### src/pque_defines.svh
`ifndef PQUE_DEFINES_SVH
`define PQUE_DEFINES_SVH

// data word width
`define WIDTH 32

// shared buffer entries and pointer width
`define NUMADDR 64
`define BITADDR 6

// queues
`define NUMQPRT 8
`define BITQPRT 3

// one extra bit so a queue can hold the whole buffer
`define BITQCNT (`BITADDR+1)

`endif

### src/pque_pkg.sv
`include "pque_defines.svh"

package pque_pkg;

  // stored word
  typedef logic [`WIDTH-1:0] data_t;

  // buffer pointer, also the memory address
  typedef logic [`BITADDR-1:0] qptr_t;

  // queue number
  typedef logic [`BITQPRT-1:0] qprt_t;

  // queue occupancy, 0 up to NUMADDR
  typedef logic [`BITQCNT-1:0] qcnt_t;

endpackage

### src/pque_ram.sv
`include "pque_defines.svh"

module pque_ram #(
  parameter int DW = `WIDTH
) (
  input  logic            clk,
  input  logic            wr,
  input  pque_pkg::qptr_t waddr,
  input  logic [DW-1:0]   wdata,
  input  pque_pkg::qptr_t raddr,
  output logic [DW-1:0]   rdata
);

  logic [DW-1:0] mem [`NUMADDR];

  always_ff @(posedge clk) begin
    if (wr) begin
      mem[waddr] <= wdata;
    end
  end

  // registered read, a write on the same edge is passed through
  always_ff @(posedge clk) begin
    if (wr && (waddr == raddr)) begin
      rdata <= wdata;
    end else begin
      rdata <= mem[raddr];
    end
  end

endmodule

### src/pque_state.sv
`include "pque_defines.svh"

module pque_state (
  input  logic            clk,
  input  logic            rst_n,
  input  logic            push,
  input  pque_pkg::qprt_t pu_prt,
  input  pque_pkg::qptr_t pu_ptr,
  input  logic            pop,
  input  pque_pkg::qprt_t po_prt,
  input  logic            hd_upd,
  input  pque_pkg::qprt_t hd_qprt,
  input  pque_pkg::qptr_t hd_next,
  output logic            link_wr,
  output pque_pkg::qptr_t link_waddr,
  output pque_pkg::qptr_t head_ptr,
  output logic            pop_take,
  output logic            pop_relink,
  output pque_pkg::qcnt_t cnt_next,
  output logic            pu_cvld,
  output pque_pkg::qcnt_t pu_cnt
);

  pque_pkg::qptr_t head_q [`NUMQPRT];
  pque_pkg::qptr_t tail_q [`NUMQPRT];
  pque_pkg::qcnt_t cnt_q  [`NUMQPRT];
  pque_pkg::qcnt_t cnt_d  [`NUMQPRT];

  pque_pkg::qcnt_t po_cur;  // count of popped queue, before this cycle
  pque_pkg::qcnt_t pu_cur;  // count of pushed queue, before this cycle
  logic            pu_hit;

  assign po_cur = cnt_q[po_prt];
  assign pu_cur = cnt_q[pu_prt];

  assign pop_take   = pop && (po_cur != '0);
  // head moves on via the link memory only if something stays behind it
  assign pop_relink = pop_take && (po_cur > pque_pkg::qcnt_t'(1));
  assign head_ptr   = head_q[po_prt];

  // old tail points at the new entry
  assign link_wr    = push && (pu_cur != '0);
  assign link_waddr = tail_q[pu_prt];

  // new entry becomes the head: empty queue, or last entry leaving now
  assign pu_hit = push && ((pu_cur == '0) ||
                           ((pu_cur == pque_pkg::qcnt_t'(1)) && pop_take &&
                            (po_prt == pu_prt)));

  always_comb begin
    for (int q = 0; q < `NUMQPRT; q++) begin
      cnt_d[q] = cnt_q[q];
      if (push && (pu_prt == pque_pkg::qprt_t'(q))) begin
        cnt_d[q] = cnt_d[q] + pque_pkg::qcnt_t'(1);
      end
      if (pop_take && (po_prt == pque_pkg::qprt_t'(q))) begin
        cnt_d[q] = cnt_d[q] - pque_pkg::qcnt_t'(1);
      end
    end
  end

  assign cnt_next = cnt_d[po_prt];  // netted over push and pop

  always_ff @(posedge clk) begin
    if (!rst_n) begin
      for (int q = 0; q < `NUMQPRT; q++) begin
        cnt_q[q] <= '0;
      end
      pu_cvld <= 1'b0;
    end else begin
      for (int q = 0; q < `NUMQPRT; q++) begin
        cnt_q[q] <= cnt_d[q];
      end
      pu_cvld <= push;
    end
  end

  always_ff @(posedge clk) begin
    for (int q = 0; q < `NUMQPRT; q++) begin
      if (pu_hit && (pu_prt == pque_pkg::qprt_t'(q))) begin
        head_q[q] <= pu_ptr;
      end else if (hd_upd && (hd_qprt == pque_pkg::qprt_t'(q))) begin
        head_q[q] <= hd_next;  // refill from link read
      end
      if (push && (pu_prt == pque_pkg::qprt_t'(q))) begin
        tail_q[q] <= pu_ptr;
      end
    end
    pu_cnt <= cnt_d[pu_prt];
  end

endmodule

### src/pque_deq.sv
module pque_deq (
  input  logic            clk,
  input  logic            rst_n,
  input  logic            pop,
  input  pque_pkg::qprt_t po_prt,
  input  logic            pop_take,
  input  logic            pop_relink,
  input  pque_pkg::qptr_t head_ptr,
  input  pque_pkg::qcnt_t cnt_next,
  input  pque_pkg::qptr_t link_rdata,
  input  pque_pkg::data_t data_rdata,
  output logic            hd_upd,
  output pque_pkg::qprt_t hd_qprt,
  output pque_pkg::qptr_t hd_next,
  output logic            po_cvld,
  output logic            po_cmt,
  output pque_pkg::qcnt_t po_cnt,
  output pque_pkg::qptr_t po_ptr,
  output logic            po_dvld,
  output pque_pkg::data_t po_dout
);

  logic take_q;  // stage one holds a real dequeue

  // stage one control
  always_ff @(posedge clk) begin
    if (!rst_n) begin
      po_cvld <= 1'b0;
      hd_upd  <= 1'b0;
      take_q  <= 1'b0;
    end else begin
      po_cvld <= pop;
      hd_upd  <= pop_relink;
      take_q  <= pop_take;
    end
  end

  // stage one results
  always_ff @(posedge clk) begin
    po_cmt  <= !pop_take;
    po_cnt  <= cnt_next;
    po_ptr  <= head_ptr;
    hd_qprt <= po_prt;
  end

  // link read lands now, that is the next head of hd_qprt
  assign hd_next = link_rdata;

  // stage two, word from data memory
  always_ff @(posedge clk) begin
    if (!rst_n) begin
      po_dvld <= 1'b0;
    end else begin
      po_dvld <= take_q;
    end
  end

  always_ff @(posedge clk) begin
    po_dout <= data_rdata;
  end

endmodule

### src/pque_top.sv
`include "pque_defines.svh"

module pque_top (
  input  logic            clk,
  input  logic            rst_n,
  input  logic            push,
  input  pque_pkg::qprt_t pu_prt,
  input  pque_pkg::qptr_t pu_ptr,
  input  pque_pkg::data_t pu_din,
  input  logic            pop,
  input  pque_pkg::qprt_t po_prt,
  output logic            pu_cvld,
  output pque_pkg::qcnt_t pu_cnt,
  output logic            po_cvld,
  output logic            po_cmt,
  output pque_pkg::qcnt_t po_cnt,
  output pque_pkg::qptr_t po_ptr,
  output logic            po_dvld,
  output pque_pkg::data_t po_dout
);

  logic            link_wr;
  pque_pkg::qptr_t link_waddr;
  pque_pkg::qptr_t link_rdata;
  pque_pkg::qptr_t head_ptr;   // read address of both memories
  logic            pop_take;
  logic            pop_relink;
  pque_pkg::qcnt_t cnt_next;
  logic            hd_upd;
  pque_pkg::qprt_t hd_qprt;
  pque_pkg::qptr_t hd_next;
  pque_pkg::data_t data_rdata;

  pque_state u_state (
    .clk        (clk),
    .rst_n      (rst_n),
    .push       (push),
    .pu_prt     (pu_prt),
    .pu_ptr     (pu_ptr),
    .pop        (pop),
    .po_prt     (po_prt),
    .hd_upd     (hd_upd),
    .hd_qprt    (hd_qprt),
    .hd_next    (hd_next),
    .link_wr    (link_wr),
    .link_waddr (link_waddr),
    .head_ptr   (head_ptr),
    .pop_take   (pop_take),
    .pop_relink (pop_relink),
    .cnt_next   (cnt_next),
    .pu_cvld    (pu_cvld),
    .pu_cnt     (pu_cnt)
  );

  pque_deq u_deq (
    .clk        (clk),
    .rst_n      (rst_n),
    .pop        (pop),
    .po_prt     (po_prt),
    .pop_take   (pop_take),
    .pop_relink (pop_relink),
    .head_ptr   (head_ptr),
    .cnt_next   (cnt_next),
    .link_rdata (link_rdata),
    .data_rdata (data_rdata),
    .hd_upd     (hd_upd),
    .hd_qprt    (hd_qprt),
    .hd_next    (hd_next),
    .po_cvld    (po_cvld),
    .po_cmt     (po_cmt),
    .po_cnt     (po_cnt),
    .po_ptr     (po_ptr),
    .po_dvld    (po_dvld),
    .po_dout    (po_dout)
  );

  // next-pointer list
  pque_ram #(.DW(`BITADDR)) link_ram (
    .clk   (clk),
    .wr    (link_wr),
    .waddr (link_waddr),
    .wdata (pu_ptr),
    .raddr (head_ptr),
    .rdata (link_rdata)
  );

  // word store, written at the pushed pointer
  pque_ram #(.DW(`WIDTH)) data_ram (
    .clk   (clk),
    .wr    (push),
    .waddr (pu_ptr),
    .wdata (pu_din),
    .raddr (head_ptr),
    .rdata (data_rdata)
  );

endmodule

### config.mk
export PLATFORM = sky130hd
export DESIGN_NAME = pque_top
export DESIGN_NICKNAME = d
export VERILOG_FILES = /design/src/pque_pkg.sv /design/src/pque_ram.sv /design/src/pque_state.sv /design/src/pque_deq.sv /design/src/pque_top.sv
export VERILOG_INCLUDE_DIRS = /design/src
export SDC_FILE = /design/constraint.sdc
export NUM_CORES = 2
export LEC_CHECK = 0
export ABC_CLOCK_PERIOD_IN_PS = 4930
export BUFFER_PORTS_ARGS = -buffer_cell sky130_fd_sc_hd__buf_2
export CORE_MARGIN = 3
export CORE_UTILIZATION = 50
export CTS_BUF_LIST = sky130_fd_sc_hd__clkbuf_4 sky130_fd_sc_hd__clkbuf_8 sky130_fd_sc_hd__clkbuf_16
export CTS_CLUSTER_SIZE = 16
export DETAILED_ROUTE_END_ITERATION = 12
export PLACE_DENSITY = 0.65
export SLEW_MARGIN = 20
export SYNTH_ARGS = -nofsm -noshare
export SYNTH_HDL_FRONTEND = slang
export SYNTH_SLANG_ARGS = --single-unit
### constraint.sdc
create_clock -name clk -period 4.93 [get_ports clk]
set_input_delay 0 -clock clk [delete_from_list [all_inputs] [get_ports clk]]
set_output_delay 0 -clock clk [all_outputs]
set_load 0.1 [all_outputs]
==> results.yml <==
run_status:
  status: "finished, final reports clean"
setup_path:
  start_kind: "register"
  path_buf_inv: 0
  cp_slowest_cell: "a21oi_2"
  critPathRequiredTime_ns: 5.55
  cp.arrival_ns: 4.52
  crit_path_max_incr_delay_ns: 0.60
  ff2ff_setup_slack_ns: 1.03
  crit_type: "register to register"
  critPathTopFamily: "compound AO/OA/AOI/OAI gates"
  critPathMaxFanout: 12
  crit_path_end_kind: "register"
  path_cells: "or3_1 -> a222oi_1 -> or3b_1 -> a21oi_2 -> a211oi_1 -> o211a_1 -> a21oi_1 -> mux2_2"
synthesis:
  synth_cell_types: 82
  syn-num-nets: 4803
  ys.flop_type: "edfxtp_1"
  synth_seq_area_share: 0.750
  ys_seq_elements: 2645
  yosys.area.top_type: "edfxtp_1"
  synthCells: 4739
  synthesis.area_sq_mm: 0.104
  synth_area_leaders: "edfxtp_1, mux4_2, dfxtp_1, nor2_1, mux2_2"
  synth_top_area_frac: 0.728
  async_flop_share: 0
  ys_warn_count: 0
  synth.avg_cell_area_sq_um: 22.0
  synth_edf_count: 2528
placement:
  placed_cell_area_sq_mm: 0.110
  gp_congestion: 0.906
  hpwlAfterDp_um: 153000
  io_buffers: 103
route:
  drc: 0
  wirelength_um: 265000
  ant_nets: 0
  wl_met3_um: 24600
  via_count: 51592
  drt_first_pass_iters: 5
  wl_met1_um: 109000
  highest_layer: "met5"
  wl_met2_um: 125000
  wl_per_cell_um: 32.8
  vias_per_cell: 6.38
  drt_iter0_drc: 6448
timing:
  setup_viol: 0
  worst_pin_slew_ns: 1.15
  rsz0062_at_grt: "no"
  hold_viol: 0
  maxSlewHeadroom: 0.234
  finalCriticalPeriod_ns: 3.90
  setup-tns-final_ns: 0
  finalCritPeriodShare: 0.791
  max_freq_mhz: 257
  skew_ns: 0.0579
  slew_viol_final: 0
die:
  initial_core_util: 0.503
  chipHeight_um: 463
  die_area_sq_mm: 0.214
  io_pins: 104
  num_rows: 167
  fp.coreArea_sq_mm: 0.207
  die_w_um: 463
global_routing:
  grt_antenna_before_repair: 20
  grt_max_degree: 112
  grt_usage: 0.249
  grt.overflow.total: 0
  grt_pass1_wl_um: 383000
  grt_pass1_vias: 51883
cts:
  clockBufferDepth: 4
  clkTransAtPathRegs_ns: 0.06
  numCtsBuffers: 283
  htree_num_levels: 5
  cts_sinks: 2645
  post_cts_resized: 0
  cts_setup_buffers: 0
  clk_latency_ns: 0.90
  cts-root-buf: "clkbuf_16"
  cts_tree: "done"
final_layout:
  drive_gt1_frac: 0.324
  final_common_cell: "edfxtp_1"
  final_cell_area_sq_mm: 0.119
  final_cell_mix: "edfxtp_1, mux4_2, clkbuf_16"
  num-nets-final: 5164
  syn2layout_area_growth_pct: 14.2
run:
  drv_cap: 0
power:
  powerDensity_mw_per_mm2: 421
  p_leak_nw: 37.3
  peakVddDrop_mv: 0.398
min_path:
  hold_path.class: "input port to register"
==> cells by family after synthesis <==
family	after synthesis	share of synthesized area
fa+ha+maj	16	0.00192
mux	932	0.189
xor+xnor	108	0.00907
flops	2645	0.750
compound gates	184	0.0131
simple gates	578	0.0259
buf+inv	276	0.0108
==> report_power, final <==
group	total [mW]	switching, mW	internal [mW]
Combinational	4.60	2.85	1.74
Clock	20.5	8.36	12.1
Sequential	25.1	0.217	24.9
==> what timing repair did <==
item / CTS / global route
hold buffers: 49 / 0
endpoints found under the setup margin: 0 / 0
endpoints found under the hold margin: 2622 / 0
==> metal layers <==
layer  up-vias  global-route usage
met4         6              0.0622
met3       415              0.0473
met5         -                   0
met2      2542               0.382
li1      20735                   -
met1     27894               0.373
==> layout make-up <==
cell class | count | area [sq um]
multi-input cells | 1818 | 25400
flip-flops and latches | 2645 | 78300
clock buffers | 368 | 7900
clock inverters | 110 | 983
diodes | 10 | 25.0
fillers | 14973 | 88100
repair buffers | 339 | 3010
well taps | 2788 | 3490
inverters | 13 | 48.8
==> cells in the mapped netlist, drive strengths merged, types with 5 or more instances <==
cell     count
nor2       234
or3          9
nand3b       6
a31oi       10
mux4       822
buf         95
o2111ai      5
dfxtp      117
o21ai       42
nor3        35
o211ai      20
mux2i       50
and2        42
or2          7
mux2        60
nand2b       8
nor2b        9
xnor2       57
a22oi        6
nand3       26
nand2      132
nand4       25
clkbuf     168
and4         7
ha          16
xor2        51
nand4b       5
a21oi       33
inv         12
a221oi       7
nor4         9
and3        12
edfxtp    2528
a211oi      13
o22ai        6
==> metrics by stage <==
stage / cells / total power, mW / util / hold slack [ns] / worst slack, ns
4_1_cts: 8074 / 50.6 / 0.574 / 0.0219 / 1.06
3_3_place_gp: 7547 / 30.1 / 0.528 / 0.429 / 1.00
5_1_grt: 8088 / 51.6 / 0.575 / 0.0363 / 0.929
2_1_floorplan: 4739 / 28.5 / - / 0.0277 / 0.950
3_5_place_dp: 7547 / 30.1 / 0.528 / 0.440 / 1.05
6_report: 8091 / 50.2 / 0.575 / 0.0541 / 1.03
==> sequential cells by signal, indices dropped and copies added, names as in the netlist <==
name and cells:
data_ram.mem 2048, link_ram.mem 384, u_state.cnt_q 56, u_state.head_q 48, u_state.tail_q 48, u_deq.po_dout 32, u_deq.po_cnt 7, u_state.pu_cnt 7
po_ptr 6, u_deq.hd_qprt 3, u_deq.hd_upd 1, u_deq.po_cmt 1, u_deq.po_cvld 1, u_deq.po_dvld 1, u_deq.take_q 1, u_state.pu_cvld 1
==> worst reg2reg max path: cells and delay by family, from the launching register on <==
family	cells	cell delay [ns]
and+or+nand+nor	2	0.87
DFF	1	0.33
muxes	1	0.41
AOI/OAI and AO/OA	5	2.03
==> worst paths after layout <==
| check | to | depth (start not counted) | from |
|---|---|---|---|
| setup / recovery | u_state.head_q[5][1] | 8 | u_state.cnt_q[4][5] |
| hold / removal | data_ram.mem[6][8] | 2 | pu_din[8] |
| setup reg to reg | u_state.head_q[5][1] | 8 | u_state.cnt_q[4][5] |
| hold reg to reg | u_deq.po_dvld | 1 | u_deq.take_q |
Power figures use the tool's default switching activity.
